`src/fpga_glue_pkg.sv`:
```
// fpga glue package: shared widths, vector types, pulse fsm states and default timing constants
`default_nettype none

package fpga_glue_pkg;

  // ======================================================================
  // widths
  // ======================================================================
  localparam int key_bits       = 2;   // two push keys
  localparam int sw_bits        = 4;   // slide switches
  localparam int led_pio_bits   = 7;   // leds 7..1 from the processor
  localparam int led_bits       = 8;   // all board leds
  localparam int reset_req_bits = 3;   // cold, warm, debug
  localparam int stm_bits       = 28;  // trace hw-event word

  localparam int debounce_cnt_bits  = 16;  // enough for 50000
  localparam int pulse_cnt_bits     = 6;   // enough for 32
  localparam int heartbeat_cnt_bits = 26;  // enough for 25e6

  // ======================================================================
  // types
  // ======================================================================
  typedef logic [key_bits-1:0]       key_t;         // active low, 1 = released
  typedef logic [sw_bits-1:0]        sw_t;
  typedef logic [led_pio_bits-1:0]   led_pio_t;
  typedef logic [led_bits-1:0]       led_t;
  typedef logic [reset_req_bits-1:0] reset_req_t;   // bit 0 cold, 1 warm, 2 debug
  typedef logic [stm_bits-1:0]       stm_events_t;

  typedef logic [debounce_cnt_bits-1:0]  debounce_count_t;
  typedef logic [pulse_cnt_bits-1:0]     pulse_count_t;
  typedef logic [heartbeat_cnt_bits-1:0] heartbeat_count_t;

  // reset request pulse generator states
  typedef enum logic
  {
    pulse_idle = 1'b0,
    pulse_busy = 1'b1
  } pulse_state_t;

  // ======================================================================
  // defaults, all at 50 MHz
  // ======================================================================
  localparam int debounce_cycles_default = 50000;     // 1 ms
  localparam int heartbeat_half_default  = 25000000;  // 0.5 s per half period

  // reset request pulse lengths, in clock cycles
  localparam int cold_pulse_cycles  = 6;
  localparam int warm_pulse_cycles  = 2;
  localparam int debug_pulse_cycles = 32;

endpackage

`default_nettype wire

```
`src/fpga_glue_top.sv`:
```
// fpga glue top: key debounce, reset request pulses, heartbeat led, led map and trace word
`timescale 1ns/1ps
`default_nettype none

module fpga_glue_top
  import fpga_glue_pkg::*;
#(
  parameter int debounce_cycles = debounce_cycles_default,
  parameter int heartbeat_half  = heartbeat_half_default
)
(
  input  wire logic       fpga_clk_50,
  input  wire logic       hps_fpga_reset_n,
  input  wire key_t       key,             // push keys, active low
  input  wire sw_t        sw,              // slide switches
  input  wire led_pio_t   led_pio,         // led levels from the processor
  input  wire reset_req_t hps_reset_req,   // cold, warm, debug request levels
  output led_t            led,
  output key_t            button_pio,      // debounced keys to the processor
  output stm_events_t     stm_hw_events,
  output logic            hps_cold_reset_req_n,
  output logic            hps_warm_reset_req_n,
  output logic            hps_debug_reset_req_n
);

  logic heartbeat;   // led 0 drive

  // ======================================================================
  // push keys
  // ======================================================================
  key_debounce #(
    .debounce_cycles (debounce_cycles)
  ) debounce_i (
    .fpga_clk_50      (fpga_clk_50),
    .hps_fpga_reset_n (hps_fpga_reset_n),
    .key_raw          (key),
    .key_clean        (button_pio)
  );

  // ======================================================================
  // reset request pulses
  // ======================================================================
  reset_req_pulse #(
    .pulse_cycles (cold_pulse_cycles)
  ) cold_pulse_i (
    .fpga_clk_50      (fpga_clk_50),
    .hps_fpga_reset_n (hps_fpga_reset_n),
    .req              (hps_reset_req[0]),   // cold
    .reset_req_n      (hps_cold_reset_req_n)
  );

  reset_req_pulse #(
    .pulse_cycles (warm_pulse_cycles)
  ) warm_pulse_i (
    .fpga_clk_50      (fpga_clk_50),
    .hps_fpga_reset_n (hps_fpga_reset_n),
    .req              (hps_reset_req[1]),   // warm
    .reset_req_n      (hps_warm_reset_req_n)
  );

  reset_req_pulse #(
    .pulse_cycles (debug_pulse_cycles)
  ) debug_pulse_i (
    .fpga_clk_50      (fpga_clk_50),
    .hps_fpga_reset_n (hps_fpga_reset_n),
    .req              (hps_reset_req[2]),   // debug
    .reset_req_n      (hps_debug_reset_req_n)
  );

  // ======================================================================
  // heartbeat
  // ======================================================================
  heartbeat_blinker #(
    .half_period (heartbeat_half)
  ) heartbeat_i (
    .fpga_clk_50      (fpga_clk_50),
    .hps_fpga_reset_n (hps_fpga_reset_n),
    .heartbeat        (heartbeat)
  );

  // ======================================================================
  // led bus and trace word
  // ======================================================================
  assign led = {led_pio, heartbeat};   // processor owns 7..1

  // zero pad, then switches, leds and debounced keys at the bottom
  assign stm_hw_events = {{(stm_bits - sw_bits - led_pio_bits - key_bits){1'b0}},
                          sw, led_pio, button_pio};

endmodule

`default_nettype wire

```
`src/heartbeat_blinker.sv`:
```
// heartbeat blinker: free-running divider that toggles an led every half period
`timescale 1ns/1ps
`default_nettype none

module heartbeat_blinker
  import fpga_glue_pkg::*;
#(
  parameter int half_period = heartbeat_half_default   // cycles per led level
)
(
  input  wire logic fpga_clk_50,
  input  wire logic hps_fpga_reset_n,
  output logic      heartbeat    // led drive, 1 = on
);

  // last count before the wrap
  localparam heartbeat_count_t cnt_wrap = heartbeat_count_t'(half_period - 1);

  heartbeat_count_t cnt;

  always_ff @(posedge fpga_clk_50 or negedge hps_fpga_reset_n)
  begin
    if (!hps_fpga_reset_n)
    begin
      cnt       <= '0;
      heartbeat <= 1'b0;   // starts dark
    end
    else if (cnt == cnt_wrap)
    begin
      cnt       <= '0;
      heartbeat <= ~heartbeat;   // full blink is two wraps
    end
    else
    begin
      cnt <= cnt + 1'b1;
    end
  end

endmodule

`default_nettype wire

```
`src/key_debounce.sv`:
```
// key debouncer: two-flop synchronizer plus per-bit stability counter for the active-low keys
`timescale 1ns/1ps
`default_nettype none

module key_debounce
  import fpga_glue_pkg::*;
#(
  parameter int debounce_cycles = debounce_cycles_default
)
(
  input  wire logic fpga_clk_50,
  input  wire logic hps_fpga_reset_n,
  input  wire key_t key_raw,      // straight from the pins
  output key_t      key_clean     // debounced, still active low
);

  // counter value at which a disagreement is accepted
  localparam debounce_count_t cnt_limit = debounce_count_t'(debounce_cycles);

  // ======================================================================
  // synchronizer
  // ======================================================================
  key_t key_meta;   // first stage, may go metastable
  key_t key_sync;   // second stage, safe to use

  always_ff @(posedge fpga_clk_50 or negedge hps_fpga_reset_n)
  begin
    if (!hps_fpga_reset_n)
    begin
      key_meta <= '1;   // keys at rest read high
      key_sync <= '1;
    end
    else
    begin
      key_meta <= key_raw;
      key_sync <= key_meta;
    end
  end

  // ======================================================================
  // per-bit stability counter
  // ======================================================================
  for (genvar i = 0; i < key_bits; i++)
  begin : g_bit
    debounce_count_t cnt;      // cycles of disagreement so far
    logic            clean_q;  // accepted level for this key

    always_ff @(posedge fpga_clk_50 or negedge hps_fpga_reset_n)
    begin
      if (!hps_fpga_reset_n)
      begin
        cnt     <= '0;
        clean_q <= 1'b1;   // released
      end
      else if (key_sync[i] == clean_q)
      begin
        cnt <= '0;         // any agreement restarts the wait
      end
      else if (cnt == cnt_limit)
      begin
        clean_q <= key_sync[i];   // held long enough, take it
        cnt     <= '0;
      end
      else
      begin
        cnt <= cnt + 1'b1;
      end
    end

    assign key_clean[i] = clean_q;
  end

endmodule

`default_nettype wire

```
`src/reset_req_pulse.sv`:
```
// reset request pulser: turns a rising edge on a request level into a fixed-length low pulse
`timescale 1ns/1ps
`default_nettype none

module reset_req_pulse
  import fpga_glue_pkg::*;
#(
  parameter int pulse_cycles = cold_pulse_cycles   // low time of the output
)
(
  input  wire logic fpga_clk_50,
  input  wire logic hps_fpga_reset_n,
  input  wire logic req,           // request level, async to the clock
  output logic      reset_req_n    // active-low request to the processor
);

  // count loaded on entry to busy, runs down to zero
  localparam pulse_count_t cnt_load = pulse_count_t'(pulse_cycles - 1);

  // ======================================================================
  // synchronizer and edge detect
  // ======================================================================
  logic req_meta;
  logic req_sync;
  logic req_last;   // previous synchronized level
  logic req_rise;

  always_ff @(posedge fpga_clk_50 or negedge hps_fpga_reset_n)
  begin
    if (!hps_fpga_reset_n)
    begin
      req_meta <= 1'b0;
      req_sync <= 1'b0;
      req_last <= 1'b0;
    end
    else
    begin
      req_meta <= req;
      req_sync <= req_meta;
      req_last <= req_sync;
    end
  end

  assign req_rise = req_sync & ~req_last;   // low to high only

  // ======================================================================
  // pulse fsm
  // ======================================================================
  pulse_state_t state;
  pulse_count_t cnt;

  always_ff @(posedge fpga_clk_50 or negedge hps_fpga_reset_n)
  begin
    if (!hps_fpga_reset_n)
    begin
      state <= pulse_idle;
      cnt   <= '0;
    end
    else
    begin
      case (state)
        pulse_idle:
        begin
          if (req_rise)
          begin
            state <= pulse_busy;
            cnt   <= cnt_load;
          end
        end
        pulse_busy:
        begin
          // edges arriving here are dropped
          if (cnt == '0)
            state <= pulse_idle;
          else
            cnt <= cnt - 1'b1;
        end
        default: state <= pulse_idle;
      endcase
    end
  end

  // registered output, one cycle behind the fsm
  always_ff @(posedge fpga_clk_50 or negedge hps_fpga_reset_n)
  begin
    if (!hps_fpga_reset_n)
      reset_req_n <= 1'b1;   // inactive
    else
      reset_req_n <= (state != pulse_busy);
  end

endmodule

`default_nettype wire

```
`config.mk`:
```
export PLATFORM = sky130hd
export DESIGN_NAME = fpga_glue_top
export DESIGN_NICKNAME = d
export VERILOG_FILES = /design/src/fpga_glue_pkg.sv /design/src/fpga_glue_top.sv /design/src/heartbeat_blinker.sv /design/src/key_debounce.sv /design/src/reset_req_pulse.sv
export SDC_FILE = /design/constraint.sdc
export NUM_CORES = 1
export LEC_CHECK = 0
export ABC_AREA = 0
export BUFFER_PORTS_ARGS = -buffer_cell sky130_fd_sc_hd__buf_4
export CORE_AREA = 5 5 105 107
export DETAILED_ROUTE_END_ITERATION = 6
export DIE_AREA = 0 0 110 112
export PLACE_DENSITY_LB_ADDON = 0.12
export SLEW_MARGIN = 20
export SYNTH_ARGS = -nofsm -noshare
export SYNTH_HDL_FRONTEND = slang
export SYNTH_SLANG_ARGS = --single-unit
export TNS_END_PERCENT = 50
```
`constraint.sdc`:
```
create_clock -name fpga_clk_50 -period 1.7 [get_ports fpga_clk_50]
set_clock_uncertainty 0.05 [all_clocks]
set_input_delay 0.34 -clock fpga_clk_50 [delete_from_list [all_inputs] [get_ports fpga_clk_50]]
set_output_delay 0.34 -clock fpga_clk_50 [all_outputs]
set_load 0.01 [all_outputs]
```
After elaboration in Yosys (flattened, before gate mapping)
Index checks and enable logic that the tools add are counted.
{ "totals": {"reg_bits": 98, "inputBits": 18, "out_inout_bits": 41, "word_cells": 86} }
{ "op_classes": {"reduce_logical": 8, "eq_ne": 11, "n_bitwise": 12, "n_mux": 23, "n_addsub": 6} }
{ "ops": {"columns": ["op", "n"], "rows": [
  ["16-bit 2-to-1 mux", 4],
  ["6-bit 2-to-1 mux", 6],
  ["6-bit one-hot mux with 2 select lines", 3],
  ["16-bit by 1-bit adder with 16-bit output (second input constant)", 2],
  ["16-bit equality test (second input constant)", 2],
  ["26-bit by 1-bit adder with 26-bit output (second input constant)", 1],
  ["26-bit by 25-bit equality test with 1-bit output (second input constant)", 1],
  ["26-bit 2-to-1 mux", 1],
  ["6-bit logical NOT", 3],
  ["6-bit by 1-bit subtractor with 6-bit output (second input constant)", 3],
  ["2-bit AND reduction", 5],
  ["1-bit NOT", 9],
  ["1-bit 2-to-1 mux", 6],
  ["2-bit by 1-bit inequality test with 1-bit output (second input constant)", 3],
  ["2-bit inequality test (second input constant)", 3],
  ["1-bit one-hot mux with 2 select lines", 3],
  ["1-bit bitwise AND", 3],
  ["1-bit equality test", 2]
]} }

Logic depth before layout (Yosys ltp)
{ "logic_depth": {"word_depth": 4, "mapped_depth": 8, "ltp_nobuf": 6} }

Modules after synthesis
From an unflattened synthesis, not the netlist that was laid out.
{ "unflattened": {"cells_unflattened": 488, "area_unflattened_um2": 5038.6} }
{ "modules_own_cells": {"columns": ["module", "cells_per_inst", "n_inst", "area_each_um2", "seq_area_each_um2"], "rows": [
  ["key_debounce", 184, 1, 1885.6, 958.4],
  ["heartbeat_blinker", 127, 1, 1328.8, 675.6],
  ["reset_req_pulse (warm_pulse_i)", 46, 1, 520.5, 276.5],
  ["reset_req_pulse (debug_pulse_i)", 49, 1, 516.7, 276.5],
  ["reset_req_pulse (cold_pulse_i)", 45, 1, 513.0, 276.5],
  ["fpga_glue_top", 37, 1, 274.0, 0.0]
]} }

Least setup slack after synthesis
Ideal clock, no wire load.
{ "synth_timing": {"path_kind": "register to register", "start": "reg debounce_i.g_bit[0].cnt[5]", "end": "reg debounce_i.g_bit[0].cnt[12]", "stages_incl_launch_ff": 7, "t_required_ns": 1.531, "setup_ns": 0.119, "path_slack_ns": -0.120, "synth_period_minus_slack_ns": 1.820, "path_buffers": 2, "arrival_time_ns": 1.651, "cell_sequence": "dfrtp_1 -> or4_1 -> nor4_1 -> nand2b_1 -> buf_4 -> buf_6 -> nor2_1"} }
{ "synth_between": {"elab_chain_cells": 3, "elab_cells_between_ends": 4, "classes_between": "1 x add/sub; 1 x eq/ne; 2 x mux"} }
{ "synth_rtl": {"columns": ["element", "line", "rtl"], "rows": [
  ["from (decl)", "key_debounce.sv:45", "debounce_count_t cnt;"],
  ["from (signal assigned)", "key_debounce.sv:66", "cnt <= cnt + 1'b1;"],
  ["16-bit by 1-bit adder with 16-bit output / 16-bit equality test (equally long branches)", "key_debounce.sv:66, key_debounce.sv:59", null],
  ["16-bit 2-to-1 mux *", "key_debounce.sv:59", "else if (cnt == cnt_limit)"],
  ["16-bit 2-to-1 mux *", "key_debounce.sv:55", "else if (key_sync[i] == clean_q)"]
]} }
Every way passes the cells marked *; elsewhere a longest branch is shown, timed or not.
A chain may end at the register's enable or synchronous reset.

Final worst setup path
{ "layout_timing": {"start": "reg debounce_i.g_bit[0].cnt[10]", "end": "reg debounce_i.g_bit[0].clean_q"} }
{ "layout_between": {"elab_chain_cells": 2} }
{ "layout_rtl": {"columns": ["element", "line", "rtl"], "rows": [
  ["16-bit equality test", "key_debounce.sv:59", null],
  ["2-bit AND reduction (no source line)", null, null],
  ["to (signal assigned)", "key_debounce.sv:61", "clean_q <= key_sync[i];"],
  ["to (decl)", "key_debounce.sv:46", "logic clean_q;"]
]} }
No other way between the ends.

==> results.py <==
metrics = {
    "outcome": {
        "outcome": "finished with violations",
        "failed_checks": "setup timing",
    },
    "worst_setup_path": {
        "worst-path-max-fanout": 2,
        "start_kind": "flip-flop",
        "worstSetupPathType": "reg -> reg",
        "cp_data_arrival_time_ns": 1.98,
        "critical_path_required_ns": 1.94,
        "critical_path.endpoint_type": "flip-flop",
    },
    "yosys": {
        "yosys.area_share.xor_xnor_pct": 8.10,
        "synth-compound-area-share_pct": 5.56,
        "synth_area_leader_cell": "dfrtp_1",
        "ys_dominant_reg_cell": "dfrtp_1",
        "part_of_the_yosys_area_used_for_sequential_elements_pct": 50.6,
        "mappedNetlistArea_sq_um": 4860,
        "post_synth_and_or_nand_nor_area_fraction_pct": 22.0,
        "largest_family_of_logic_cells_by_synthesized_area": "simple AND/OR/NAND/NOR gates",
        "post_synth_fa_ha_maj_area_fraction_pct": 2.83,
        "synth-edff-count": 0,
        "muxShareOfSynthArea_pct": 1.90,
        "syn_inst": 474,
        "synth.yosys.warnings": 0,
        "synth_largest_type_area_fraction_pct": 45.8,
        "async_flop_share_pct": 100,
        "synthesis.area_per_instance_sq_um": 10.3,
        "synth_cell_type_count": 50,
        "synth-seq-cells": 98,
        "leading_cell_types_by_total_area_after_synthesis": "dfrtp_1 (46%), buf_4 (6.0%), dfstp_2 (4.9%)",
    },
    "drt": {
        "antenna_violating_nets_post_route": 0,
        "num_vias": 3441,
        "route.final.wire_length_um": 8650,
        "drt_pre_antenna_iters": 4,
        "post_drt_wl_per_cell_um": 12.7,
        "detail_route.vias_per_cell": 5.05,
        "drt_drc_violations_left": 0,
        "detail_route.iter0.violations": 110,
    },
    "power": {
        "irDropWorstVdd_uv": 713,
        "powerDensity_nw_per_um2": 977,
        "leakage_uw": 0.00260,
    },
    "floorplan": {
        "fp.dieArea_sq_um": 12300,
        "initial_util_pct": 48.4,
        "core_area_sq_um": 10000,
        "floorplan.die.height_um": 112,
        "num_rows": 37,
        "i_o_pin_count": 59,
        "dieWidth_um": 110,
    },
    "clock_network": {
        "clock_sink_count": 98,
        "clk_pin_slew_ns": 0.08,
        "cts_max_path_buffers": 2,
        "postCtsSetupBuffers": 0,
        "tritoncts": "done",
        "clk_root_buffer_cell": "clkbuf_8",
        "cts_made_buffers": 9,
        "worstSkewPairLatency_ns": 0.36,
        "cts_htree_levels": 3,
    },
    "timing": {
        "fin_hold_ws_ns": 0.0354,
        "setup_viol_count_final": 16,
        "totalNegativeSetupSlack_ns": -0.256,
        "rsz0062_at_grt": "yes",
        "timing.final.ws_setup_ns": -0.0386,
        "period_share_pct": 102,
        "fin_crit_ns": 1.74,
        "fmax_mhz": 575,
        "timing_hold_violations_final": 0,
        "finalMaxSlewViolations": 0,
    },
    "grt": {
        "antenna_found_initial": 0,
        "grt_use_met3_pct": 4.70,
        "grt_pass1_vias": 3406,
        "grt_use_met1_pct": 20.4,
        "globalRouteTotalUtil_pct": 15.3,
        "grt_max_degree": 48,
        "grt_util_met2_pct": 24.2,
        "grt_most_used_layer": "met2",
        "overflow": 0,
        "grt_first_pass_wirelength_um": 15400,
    },
    "final_layout": {
        "area.sequential_sq_um": 2470,
        "final.fill_count": 891,
        "drive_gt1_share_pct": 28.2,
        "multi_input_area_sq_um": 2150,
        "final_instance_area_sq_um": 5820,
        "layout-area-overhead-vs-synth_pct": 19.7,
        "num_antenna_cells": 0,
        "design.final.nets": 570,
        "most-common-layout-cells": "dfrtp_1 (87), buf_4 (76), nor2_1 (39)",
        "layout.cells.most_common": "dfrtp_1",
    },
    "worst_hold_path": {
        "min_path_type": "in -> reg",
    },
    "place": {
        "dp_hpwl_um": 6260,
        "detailedPlace.worstSlack_ns": -0.103,
        "gp_congestion": 0.821,
        "count_of_input_and_output_buffers": 14,
        "placed_cell_area_sq_um": 5430,
    },
    "flow_run": {
        "max_cap_viol_count": 0,
    },
}
registers in the layout, indices dropped and copies added, names as in the netlist, 2 cells and up:
register                  cells
debounce_i.g_bit.cnt         32
cold_pulse_i.cnt              6
debounce_i.g_bit.clean_q      2
heartbeat_i.cnt              26
debounce_i.key_meta           2
debounce_i.key_sync           2
debug_pulse_i.cnt             6
warm_pulse_i.cnt              6
power breakdown:
part	total (uW)	switching [uW]	internal (uW)
clock network	1570	730	843
registers	2880	232	2650
logic	1230	638	596
routing by layer:
metal / part of all wire (%) / routed length, um
met3: 3.8 / 332
met5: 0 / 0
met1: 47 / 4070
met2: 48 / 4150
met4: 1.1 / 98
per-stage QoR:
step | power [uW] | utilization (%) | instances
after floorplan | 3680 | - | 488
after global placement | 4060 | 54.0 | 662
after detailed placement | 4120 | 54.0 | 662
after CTS | 5760 | 57.3 | 682
after global routing | 6090 | 58.0 | 682
final | 5690 | 58.0 | 682
critical path, cell delays in order, from the launching register on:
cell and delay [ns]:
dfrtp_1 0.39, or4b_4 0.55, nor4_4 0.24, buf_4 0.15, mux2_4 0.28
cell usage after synthesis, types with 9 or more instances:
library cell and instances:
nor4_1 12, dfrtp_1 89, xor2_1 23, nand2_1 20, nand4_1 13, a21oi_1 17
nor3_1 13, buf_4 39, o21ai_0 11, inv_1 25, nand3_1 24, dfstp_2 9
xnor2_1 22, ha_1 11, nor2_1 51, and3_1 18
final timing paths:
kind	depth (start not counted)	endpoint	startpoint	slack, ns
worst max-delay path	4	debounce_i.g_bit[0].clean_q$_DFFE_PN1P_	debounce_i.g_bit[0].cnt[10]$_DFF_PN0_	-0.04
worst min-delay path	1	debounce_i.key_meta[0]$_DFF_PN1_	key[0]	0.04
worst max register to register	4	debounce_i.g_bit[0].clean_q$_DFFE_PN1P_	debounce_i.g_bit[0].cnt[10]$_DFF_PN0_	-0.04
worst min register to register	0	cold_pulse_i.req_sync$_DFF_PN0_	cold_pulse_i.req_meta$_DFF_PN0_	0.30
max in group asynchronous	3	debounce_i.key_sync[0]$_DFF_PN1_	hps_fpga_reset_n	0.78
min in group asynchronous	2	warm_pulse_i.cnt[0]$_DFFE_PN0P_	hps_fpga_reset_n	0.29
repair_timing:
| item | in CTS | in global routing |
|---|---|---|
| setup endpoints to repair | 28 | 40 |
| resized for setup | 19 | 18 |
| pin swaps | 4 | 4 |
| hold buffers | 4 | 0 |
| cloned | 0 | 0 |
| hold endpoints to repair | 93 | 0 |
cell families after synthesis:
group | count (synthesis)
and+or+nand+nor | 194
DFF | 98
buffers and inverters | 71
AOI/OAI and AO/OA | 45
xor gates and xnor gates | 45
adders and majority gates | 11
muxes | 9
other | 1
area by class of cell:
class,count,share of cell area [%]
tap,136,2.92
timing repair buffer,88,12.5
clock buffer,15,3.20
clock inverter,1,0.516
inverter,25,1.61
multi-input combinational,319,36.9
sequential,98,42.4
No activity file was read; power rests on OpenSTA's default activity.
